--- config.mk ---
export PLATFORM = sky130hd
export DESIGN_NAME = dcache_top
export DESIGN_NICKNAME = d
export VERILOG_FILES = /design/src/dcache_pkg.sv /design/src/dcache_store.sv /design/src/dcache_ctrl.sv /design/src/dcache_top.sv
export VERILOG_INCLUDE_DIRS = /design/src
export SDC_FILE = /design/constraint.sdc
export NUM_CORES = 2
export LEC_CHECK = 0
export ABC_AREA = 0
export BUFFER_PORTS_ARGS = -buffer_cell sky130_fd_sc_hd__buf_4
export CORE_MARGIN = 4
export CORE_UTILIZATION = 55
export CTS_BUF_LIST = sky130_fd_sc_hd__clkbuf_8
export DETAILED_ROUTE_END_ITERATION = 7
export HOLD_SLACK_MARGIN = 0.05
export PLACE_DENSITY = 0.74
export SLEW_MARGIN = 15
export SYNTH_ARGS = -nofsm -noshare
export SYNTH_HDL_FRONTEND = slang
export SYNTH_SLANG_ARGS = --single-unit
--- constraint.sdc ---
create_clock -name clk -period 15.82 [get_ports clk]
set_input_delay 1.582 -clock clk [delete_from_list [all_inputs] [get_ports clk]]
set_output_delay 1.582 -clock clk [all_outputs]
set_load 0.05 [all_outputs]
--- src/dcache_cfg.svh ---
// fixed cache geometry; the package widths derive from these, so change them together
`ifndef DCACHE_CFG_SVH
`define DCACHE_CFG_SVH

// --------------------------------------------------
// geometry
// --------------------------------------------------

`define DC_SETS      4   // sets, index from word address bits [3:2]
`define DC_WAYS      2   // ways per set, victim logic assumes two
`define DC_WORDS     4   // words per line

// --------------------------------------------------
// widths
// --------------------------------------------------

`define DC_WORD_BITS 32  // processor data word
`define DC_ADDR_BITS 30  // processor word address

`endif

--- src/dcache_pkg.sv ---
// shared types for the data cache; widths follow the geometry header and must not be edited here
`default_nettype none

`include "dcache_cfg.svh"

package dcache_pkg;

	// --------------------------------------------------
	// vector types
	// --------------------------------------------------

	typedef logic [`DC_WORD_BITS-1:0]                        word_t;
	typedef logic [`DC_ADDR_BITS-1:0]                        word_addr_t;
	typedef logic [`DC_ADDR_BITS-$clog2(`DC_WORDS)-1:0]      line_addr_t; // 28 bits
	typedef logic [`DC_WORDS*`DC_WORD_BITS-1:0]              line_t;
	typedef logic [$clog2(`DC_SETS)-1:0]                     set_idx_t;
	typedef logic [$clog2(`DC_WORDS)-1:0]                    word_sel_t;
	typedef logic [`DC_ADDR_BITS-$clog2(`DC_WORDS)-$clog2(`DC_SETS)-1:0] tag_t;

	// --------------------------------------------------
	// request bundles
	// --------------------------------------------------

	typedef struct packed {
		logic       read;
		logic       write;
		word_addr_t addr;
		word_t      wdata;
	} proc_req_t; // 64 bits

	typedef struct packed {
		logic       read;
		logic       write;
		line_addr_t addr;
		line_t      wdata;
	} mem_req_t; // 158 bits

	// miss handling FSM
	typedef enum logic [1:0] {
		COMPARE    = 2'd0,
		WRITE_BACK = 2'd1,
		ALLOCATE   = 2'd2
	} ctrl_state_e;

endpackage

`default_nettype wire

--- src/dcache_store.sv ---
// two-way arrays with one victim bit per set; a hit write lands at the same edge it is accepted
`timescale 1ns/1ps
`default_nettype none

`include "dcache_cfg.svh"

module dcache_store
	import dcache_pkg::*;
(
	input  logic      clk,
	input  logic      proc_reset,
	input  proc_req_t proc_req,
	input  logic      fill_en,
	input  line_t     fill_line,
	input  logic      clean_en,
	output logic      hit,
	output logic      hit_way,
	output word_t     rdata,
	output logic      victim_way,
	output logic      victim_dirty,
	output line_t     victim_line,
	output tag_t      victim_tag
);

	// --------------------------------------------------
	// storage
	// --------------------------------------------------

	logic [`DC_SETS-1:0] valid_q [`DC_WAYS];
	logic [`DC_SETS-1:0] dirty_q [`DC_WAYS];
	logic [`DC_SETS-1:0] victim_q;            // way the next fill replaces
	tag_t                tag_q   [`DC_WAYS][`DC_SETS];
	line_t               data_q  [`DC_WAYS][`DC_SETS];

	set_idx_t            set;
	word_sel_t           sel;
	tag_t                req_tag;
	logic [`DC_WAYS-1:0] way_hit;
	logic                wr_hit;

	// address split into tag | set | word
	assign sel     = proc_req.addr[$bits(word_sel_t)-1:0];
	assign set     = proc_req.addr[$bits(word_sel_t) +: $bits(set_idx_t)];
	assign req_tag = proc_req.addr[$bits(word_addr_t)-1 -: $bits(tag_t)];

	// --------------------------------------------------
	// lookup
	// --------------------------------------------------

	always_comb begin
		for (int w = 0; w < `DC_WAYS; w++) begin
			way_hit[w] = valid_q[w][set] && (tag_q[w][set] == req_tag);
		end
	end

	assign hit     = |way_hit;
	assign hit_way = way_hit[1];  // way 1 or else way 0
	assign rdata   = data_q[hit_way][set][sel*`DC_WORD_BITS +: `DC_WORD_BITS];
	assign wr_hit  = proc_req.write && hit;

	assign victim_way   = victim_q[set];
	assign victim_dirty = dirty_q[victim_way][set];  // dirty implies valid
	assign victim_line  = data_q[victim_way][set];
	assign victim_tag   = tag_q[victim_way][set];

	// --------------------------------------------------
	// line state
	// --------------------------------------------------

	always_ff @(posedge clk) begin
		if (proc_reset) begin
			for (int w = 0; w < `DC_WAYS; w++) begin
				valid_q[w] <= '0;
				dirty_q[w] <= '0;
			end
			victim_q <= '0;
		end else if (fill_en) begin
			valid_q[victim_way][set] <= 1'b1;
			dirty_q[victim_way][set] <= 1'b0;
			victim_q[set]            <= ~victim_q[set];  // other way goes next
		end else if (clean_en) begin
			dirty_q[victim_way][set] <= 1'b0;
		end else if (wr_hit) begin
			dirty_q[hit_way][set] <= 1'b1;
		end
	end

	// tag and data
	always_ff @(posedge clk) begin
		if (fill_en) begin
			tag_q[victim_way][set]  <= req_tag;
			data_q[victim_way][set] <= fill_line;
		end else if (wr_hit) begin
			data_q[hit_way][set][sel*`DC_WORD_BITS +: `DC_WORD_BITS] <= proc_req.wdata;
		end
	end

	// --------------------------------------------------
	// checks
	// --------------------------------------------------

	a_fill_clean_excl: assert property (@(posedge clk) disable iff (proc_reset)
		!(fill_en && clean_en))
		else $error("fill and clean requested together");

	// a line is only filled on a miss, so never resident twice
	a_hit_onehot: assert property (@(posedge clk) disable iff (proc_reset)
		$onehot0(way_hit))
		else $error("address hits in both ways of set %0d", set);

endmodule

`default_nettype wire

--- src/dcache_ctrl.sv ---
// miss FSM; the processor must hold its request while stalled, one miss at a time
`timescale 1ns/1ps
`default_nettype none

module dcache_ctrl
	import dcache_pkg::*;
(
	input  logic      clk,
	input  logic      proc_reset,
	input  proc_req_t proc_req,
	input  logic      hit,
	input  logic      victim_dirty,
	input  line_t     victim_line,
	input  tag_t      victim_tag,
	input  line_t     mem_rdata,
	input  logic      mem_ready,
	output logic      proc_stall,
	output mem_req_t  mem_req,
	output logic      fill_en,
	output line_t     fill_line,
	output logic      clean_en
);

	ctrl_state_e state_q;
	ctrl_state_e state_d;
	logic        gap_q;       // memory answered last cycle
	logic        miss;
	set_idx_t    set;
	line_addr_t  req_line;

	assign miss     = (proc_req.read || proc_req.write) && !hit;
	assign set      = proc_req.addr[$bits(word_sel_t) +: $bits(set_idx_t)];
	assign req_line = proc_req.addr[$bits(word_addr_t)-1 -: $bits(line_addr_t)];

	assign fill_line = mem_rdata;  // refill takes the whole line

	// --------------------------------------------------
	// next state and outputs
	// --------------------------------------------------

	always_comb begin
		state_d    = state_q;
		proc_stall = 1'b0;
		mem_req    = '0;
		fill_en    = 1'b0;
		clean_en   = 1'b0;

		unique case (state_q)
			COMPARE: begin
				proc_stall = miss;  // hits go through with no wait
				if (miss) begin
					state_d = victim_dirty ? WRITE_BACK : ALLOCATE;
				end
			end

			WRITE_BACK: begin
				proc_stall    = 1'b1;
				mem_req.write = 1'b1;
				mem_req.addr  = {victim_tag, set};  // victim's own line address
				mem_req.wdata = victim_line;
				if (mem_ready) begin
					clean_en = 1'b1;
					state_d  = ALLOCATE;
				end
			end

			ALLOCATE: begin
				proc_stall   = 1'b1;
				mem_req.read = !gap_q;  // idle one cycle after a write-back
				mem_req.addr = req_line;
				if (mem_ready && !gap_q) begin
					fill_en = 1'b1;
					state_d = COMPARE;  // request replays as a hit
				end
			end

			default: begin
				state_d = COMPARE;
			end
		endcase
	end

	// --------------------------------------------------
	// state registers
	// --------------------------------------------------

	always_ff @(posedge clk) begin
		if (proc_reset) begin
			state_q <= COMPARE;
			gap_q   <= 1'b0;
		end else begin
			state_q <= state_d;
			gap_q   <= mem_ready;
		end
	end

	// --------------------------------------------------
	// memory handshake checks
	// --------------------------------------------------

	a_mem_hold: assert property (@(posedge clk) disable iff (proc_reset)
		(mem_req.read || mem_req.write) && !mem_ready |=> $stable(mem_req))
		else $error("memory request changed before ready");

	a_mem_rw_excl: assert property (@(posedge clk) disable iff (proc_reset)
		!(mem_req.read && mem_req.write))
		else $error("memory read and write together");

	// request drops for one cycle after every ready pulse
	a_mem_gap: assert property (@(posedge clk) disable iff (proc_reset)
		mem_ready |=> !(mem_req.read || mem_req.write))
		else $error("memory request still high after ready");

endmodule

`default_nettype wire

--- src/dcache_top.sv ---
// write-back data cache, 4 sets x 2 ways x 4 words; misses stall the processor
`timescale 1ns/1ps
`default_nettype none

module dcache_top
	import dcache_pkg::*;
(
	input  logic      clk,
	input  logic      proc_reset,
	input  proc_req_t proc_req,
	input  line_t     mem_rdata,
	input  logic      mem_ready,
	output word_t     proc_rdata,
	output logic      proc_stall,
	output mem_req_t  mem_req
);

	// --------------------------------------------------
	// store to controller
	// --------------------------------------------------

	logic  hit;
	logic  victim_dirty;
	line_t victim_line;
	tag_t  victim_tag;
	logic  fill_en;
	line_t fill_line;
	logic  clean_en;

	dcache_store u_store (
		.clk          (clk),
		.proc_reset   (proc_reset),
		.proc_req     (proc_req),
		.fill_en      (fill_en),
		.fill_line    (fill_line),
		.clean_en     (clean_en),
		.hit          (hit),
		.hit_way      (),             // only used inside the store
		.rdata        (proc_rdata),
		.victim_way   (),
		.victim_dirty (victim_dirty),
		.victim_line  (victim_line),
		.victim_tag   (victim_tag)
	);

	dcache_ctrl u_ctrl (
		.clk          (clk),
		.proc_reset   (proc_reset),
		.proc_req     (proc_req),
		.hit          (hit),
		.victim_dirty (victim_dirty),
		.victim_line  (victim_line),
		.victim_tag   (victim_tag),
		.mem_rdata    (mem_rdata),
		.mem_ready    (mem_ready),
		.proc_stall   (proc_stall),
		.mem_req      (mem_req),
		.fill_en      (fill_en),
		.fill_line    (fill_line),
		.clean_en     (clean_en)
	);

	a_proc_rw_excl: assert property (@(posedge clk) disable iff (proc_reset)
		!(proc_req.read && proc_req.write))
		else $error("processor read and write together");

endmodule

`default_nettype wire

Word-level counts from Yosys, hierarchy flattened
Memories as Yosys holds them, arrays and structs flattened.
Cells that the tools add are included.
- output and inout bits: 191
- RAM bits: 1248
- input port bits: 195
- flip-flop bits (word level): 7
- word-level logic and storage cells: 126
- memories kept: 4
- memories (name ; words ; bits a word ; rd ports ; clocked after memory_dff ; wr ports ; line ; text):
    u_store.data_q ; 2 ; 512 ; 2 ; 0 ; 1 ; dcache_store.sv:33 ; line_t data_q [`DC_WAYS][`DC_SETS];
    u_store.tag_q ; 2 ; 104 ; 3 ; 0 ; 1 ; dcache_store.sv:32 ; tag_t tag_q [`DC_WAYS][`DC_SETS];
    u_store.dirty_q ; 2 ; 4 ; 1 ; 0 ; 2 ; dcache_store.sv:30 ; logic [`DC_SETS-1:0] dirty_q [`DC_WAYS];
    u_store.valid_q ; 2 ; 4 ; 2 ; 0 ; 2 ; dcache_store.sv:29 ; logic [`DC_SETS-1:0] valid_q [`DC_WAYS];
- bitwise gates (word level): 6
- shift operators: 3
- add/subtract/negate cells: 1
- reduce and logical (&&, ||, !) cells: 18
- eq/ne operators: 7
- $lt $le $gt $ge: 4
- muxes and demuxes: 80
- operator list (operator ; number):
    $mux W512 ; 4
    $mux W128 ; 7
    $bmux W128 S2 ; 2
    $demux W128 S2 ; 2
    $reduce_or A512 Y1 ; 1
    $mux W26 ; 7
    $bmux W26 S2 ; 3
    $shift A32 B34 Y128 const A ; 1
    $shiftx A128 B8 Y32 ; 1
    $shiftx A32 B34 Y128 ; 1
    $mux W104 ; 1
    $pmux W28 S2 ; 1
    $demux W26 S2 ; 1
    $eq A26 B26 Y1 ; 2
    $mux W4 ; 9
    $neg A7 Y34 ; 1
    $mux W1 ; 31
    $reduce_or A4 Y1 ; 3
    $bmux W1 S2 ; 4
    $mux W2 ; 4
    $logic_and A1 B1 Y1 ; 7
    $pmux W2 S3 ; 1
    $bwmux W4 ; 1
    $ne A2 B1 Y1 const B ; 2
    17 further kinds ; 22

Logic depth before layout (Yosys ltp)
- depth in word-level cells: 15
- depth in mapped cells: 17
- gate-level depth less buffers: 9

By module
Synthesis repeated with hierarchy kept, for this count alone.
- cells, all modules: 4931
- area, all modules: 62352.3 um^2
- modules (own cells, without submodules) (module ; area each (um^2) ; sequential area each (um^2) ; cells each ; instances):
    dcache_store ; 59843.6 ; 37475.9 ; 4566 ; 1
    dcache_ctrl ; 2508.7 ; 60.1 ; 365 ; 1

Worst setup path before layout
No wires, ideal clock.
- path kind: input port to flip-flop
- start point: input proc_req[34] (netlist name)
- end point: memory u_store.data_q[0][160] (netlist name) (enable)
- arrival: 6.524 ns
- stages: 12
- data required time: 15.354 ns
- library setup time: 0.466 ns
- path slack: 8.830 ns
- path buffers: 3
- path through: buf_6 -> buf_6 -> buf_6 -> mux2i_2 -> xor2_1 -> a21oi_1 -> or4b_1 -> or4_4 -> nor4_4 -> and2_1 -> nand4_1 -> o21ai_0
- cells in the longest elaborated chain, start to end: 13
- elaborated cells on any way between the ends: 33
- classes of those cells: order compare (2); eq/ne (2); mux (22); bitwise (1); reduce/logical (6)
- RTL lines (element ; line ; text):
    start: declaration ; dcache_top.sv:10 ; input proc_req_t proc_req,
    $not A2 Y3 ; dcache_store.sv:52, dcache_store.sv:92, dcache_store.sv:94 ;
    $bmux W26 S2 ; dcache_store.sv:52 ; way_hit[w] = valid_q[w][set] && (tag_q[w][set] == req_tag);
    $mux W26 (not written as such) (2 in a row) ; dcache_store.sv:52 ;
    $eq A26 B26 Y1 ; dcache_store.sv:52 ;
    $logic_and A1 B1 Y1 ; dcache_store.sv:52 ;
    $reduce_or A2 Y1 ; dcache_store.sv:56 ; assign hit = |way_hit;
    $logic_and A1 B1 Y1 ; dcache_store.sv:59 ; assign wr_hit = proc_req.write && hit;
    $mux W1 ; dcache_store.sv:93 ; end else if (wr_hit) begin
    $mux W1 ; dcache_store.sv:90 ; if (fill_en) begin
    $mux W512 ; dcache_store.sv:94 ; data_q[hit_way][set][sel*`DC_WORD_BITS +: `DC_WORD_BITS] <= proc_req.wdata;
    $reduce_or A512 Y1 (no line) ; n/a ;
    $mux W1 (no line) or $mux W512 (tied branches) ; n/a ;
    end: declaration ; dcache_store.sv:33 ;
Several ways; a longest one is shown, not always the timed one. The select of a mux whose other input is x is not followed.

Worst setup path after layout
- start point: input proc_req[34] (netlist name)
- end point: output proc_rdata[14]
- cells in the longest elaborated chain, start to end: 11
- elaborated cells on any way between the ends: 13
- classes of those cells: eq/ne (1); shift (1); mux (8); bitwise (1); reduce/logical (1); memory (1)
- RTL lines (element ; line ; text):
    $not A2 Y3 (not written as such) ; dcache_store.sv:52, dcache_store.sv:58 ;
    $bmux W26 S2 ; dcache_store.sv:52 ;
    $mux W26 (not written as such) (2 in a row) ; dcache_store.sv:52 ;
    $eq A26 B26 Y1 ; dcache_store.sv:52 ;
    $logic_and A1 B1 Y1 ; dcache_store.sv:52 ;
    $mem_v2 Z2 W512 ; n/a ;
    $bmux W128 S2 * ; dcache_store.sv:58 ; assign rdata = data_q[hit_way][set][sel*`DC_WORD_BITS +: `DC_WORD_BITS];
    $mux W128 (not written as such) * (2 in a row) ; dcache_store.sv:58 ;
    $shiftx A128 B8 Y32 * ; dcache_store.sv:58 ;
    end: declaration ; dcache_top.sv:13 ; output word_t proc_rdata,
Mark *: on every way between the ends. The rest lies on a longest branch, timed or not. The select of a mux whose other input is x is not followed.

==> flow_summary.toml <==
[global_routing]
antenna_found_initial = 8
overflow = 0
grt_max_degree = 160
grt_pass1_wl_mm = 224
track_usage_pct = 30.5
grt_pass1_vias = 32000

[sta]
finalHoldViolations = 0
worst_pin_slew_ps = 1270
rsz0062_at_grt = "false"
fmax_mhz = 119
fin_crit_sh_pct = 53.1
max-slew-margin-rel_pct = 14.2
setup_slack_ps = 7420
finalSetupTns_ps = 0
worst_hold_slack_ps = 472
period_minus_slack_ps = 8400
setup_viol = 0
finalClockSkew_ps = 57.5
slew_viol_final = 0

[clock_network]
ctsResizeCount = 0
root_buffer = "clkbuf_8"
clk_pin_slew_ps = 60
post_cts_buffers = 0
htreeDepth = 4
insertion_delay_ps = 870
clkSinkCount = 1255
cts_tree = "built"
clockBufferDepth = 3
cts_buffers = 195
hold_buffers = 0

[hold_path]
hold_path.class = "flop to flop"
hp-start = "u_store.valid_q[0][3]"

[synthesis]
synth_top_area_share_pct = 69.5
synth_area_per_cell_sq_um = 16.7
syn-cell-area_sq_um = 53600
synthFlopType = "edfxtp_1"
postSynthCellCount = 3217
synth_edf_count = 1240
ys_warn_count = 0
synthDistinctLibCells = 62
yosysSeqAreaShare_pct = 70.0
ys_seq_elements = 1255
synth_nets = 3421
synth_top_cell_by_area = "edfxtp_1"
yosys-top-cells-area = "edfxtp_1 69%, mux4_2 13%, nand2_1 4.2%"
async_reset_ff_share_pct = 0

[floorplanning]
core_area_sq_um = 96700
die_h_microns = 320
io_pins = 386
initial_core_util_pct = 55.4
placementRows = 114
dieArea_sq_um = 102000
fp.dieW_microns = 320

[layout]
ff_latch_area_sq_um = 37500
drive_gt1_share_pct = 29.4
syn_to_final_growth_pct = 15.2
fin_nets = 3861
fillCellCount = 6778
multi_input_area_sq_um = 15500

[placed_design]
io_buffers = 385
gp_congestion = 0.884
hpwl_mm = 100
place_worst_setup_slack_ps = 7370

[routing]
via_count = 32600
drt-total-wl_mm = 157
drt_first_pass_iters = 8
viasPerCell = 6.38
ant_nets = 0
drc = 0
drt_iter0_drc = 4463
wl_per_cell_microns = 30.8

[setup_path]
crit_path_end_kind = "output pin"
criticalPathCategory = "input port to output pin"
path_max_fanout = 115
crit_required_ps = 14240
r2r_start = "u_store.tag_q[0][10]"
worstSetupStartpointType = "input port"
cp-startpoint = "proc_req[34]"
arrival_ps = 6820

[power]
power_leakage_nw = 21.3
vdd_ir_drop_max_mv = 0.124
power.density_nw_per_um2 = 114
total_power_mw = 7.05

[job]
drv_cap = 0

[outcome]
status = "finished, final reports clean"
## final timing paths
kind,endpoint,slack [ps],depth (start not counted)
max,proc_rdata[14],7420,12
min,u_store.valid_q[0][3],470,2
max reg2reg,u_store.data_q[0][91],10610,10
min reg2reg,u_store.valid_q[0][3],470,2
## cells in the mapped netlist, types with 4 or more instances
library cell	n
edfxtp_1	1240
nand2_1	596
mux4_2	321
o21ai_0	163
mux2i_1	160
a21oi_1	144
clkbuf_1	134
nor2_1	71
mux2_2	43
xnor2_1	37
buf_1	36
buf_2	34
nor3_1	23
nor2b_1	22
and2_1	15
dfxtp_1	15
a22oi_1	13
inv_1	13
nand4_1	12
and3_1	10
o22ai_1	10
ha_1	9
nand3_1	8
a31oi_1	7
buf_6	6
o211ai_1	6
xor2_1	6
o21bai_1	5
a21boi_0	4
o2bb2ai_1	4
## per-layer routing
layer | part of all wire, % | up-vias | wire length [microns] | global-route usage, %
met5 | 0.023 | - | 36 | 0
met4 | 6.0 | 6 | 9490 | 16.3
met3 | 11 | 335 | 17600 | 7.67
met2 | 47 | 2147 | 73800 | 46.8
met1 | 36 | 16600 | 56400 | 40.8
li1 | - | 13500 | - | -
## cells by family after synthesis
group                      count (synthesis)  share of synthesized area (%)
DFF                                     1255                           70.0
muxes                                    525                           17.4
xor gates and xnor gates                  43                          0.703
buffers and inverters                    227                           1.77
and+or+nand+nor                          777                           5.96
adders and majority gates                  9                          0.210
AOI/OAI and AO/OA                        381                           3.91
## cell usage in the layout, fill, tap and decap left out, drive strengths merged, types with 9 or more instances in the layout
master     n
a21oi    144
a22oi     13
and2      15
and3      10
buf      455
clkbuf   204
clkinv    81
dfxtp     15
edfxtp  1240
ha         9
inv       82
mux2      43
mux2i    161
mux4     321
nand2    596
nand4     12
nor2      71
nor2b     22
nor3      23
o21ai    165
o22ai     10
xnor2     37
## sequential cells by signal (all words and copies together), names as in the netlist
signal            cells
u_store.dirty_q       8
u_store.data_q     1024
u_store.tag_q       208
u_store.valid_q       8
u_store.victim_q      4
u_ctrl.gap_q          1
u_ctrl.state_q        2
## report_power, final
part           total (mW)  switching, mW  leakage (nW)  internal, mW
clock network        2.53           1.26          2.08          1.27
logic               0.803          0.550          7.96         0.253
registers            3.72         0.0108          11.3          3.71
total                7.05           1.82          21.3          5.22
## final cells by class
cell class	instances	share of cell area, %
Timing Repair Buffer	455	5.60
Antenna cell	8	0.0324
Clock buffer	204	4.55
Tap cell	1276	2.59
Sequential cell	1255	60.8
Multi-Input combinational cell	1735	25.0
Inverter	15	0.0993
Clock inverter	155	1.30
## critical path, cell delays in order
cell	delay [ps]
buf_8	450
buf_12	660
mux4_2	640
xnor2_1	210
nand4_1	120
nor3_1	660
nand3_4	710
buf_4	620
mux2i_1	290
mux2i_1	100
mux2_2	330
buf_4	200
## metrics by stage
step	instances	instance area [sq um]	utilization (%)
2_1_floorplan	3217	53600	-
3_3_place_gp	4736	58100	60.1
4_1_cts	5095	61700	63.8
3_5_place_dp	4736	58100	60.1
5_1_grt	5099	61700	63.8
6_report	5103	61700	63.8
Note: power is estimated with default switching activity, not from simulation.
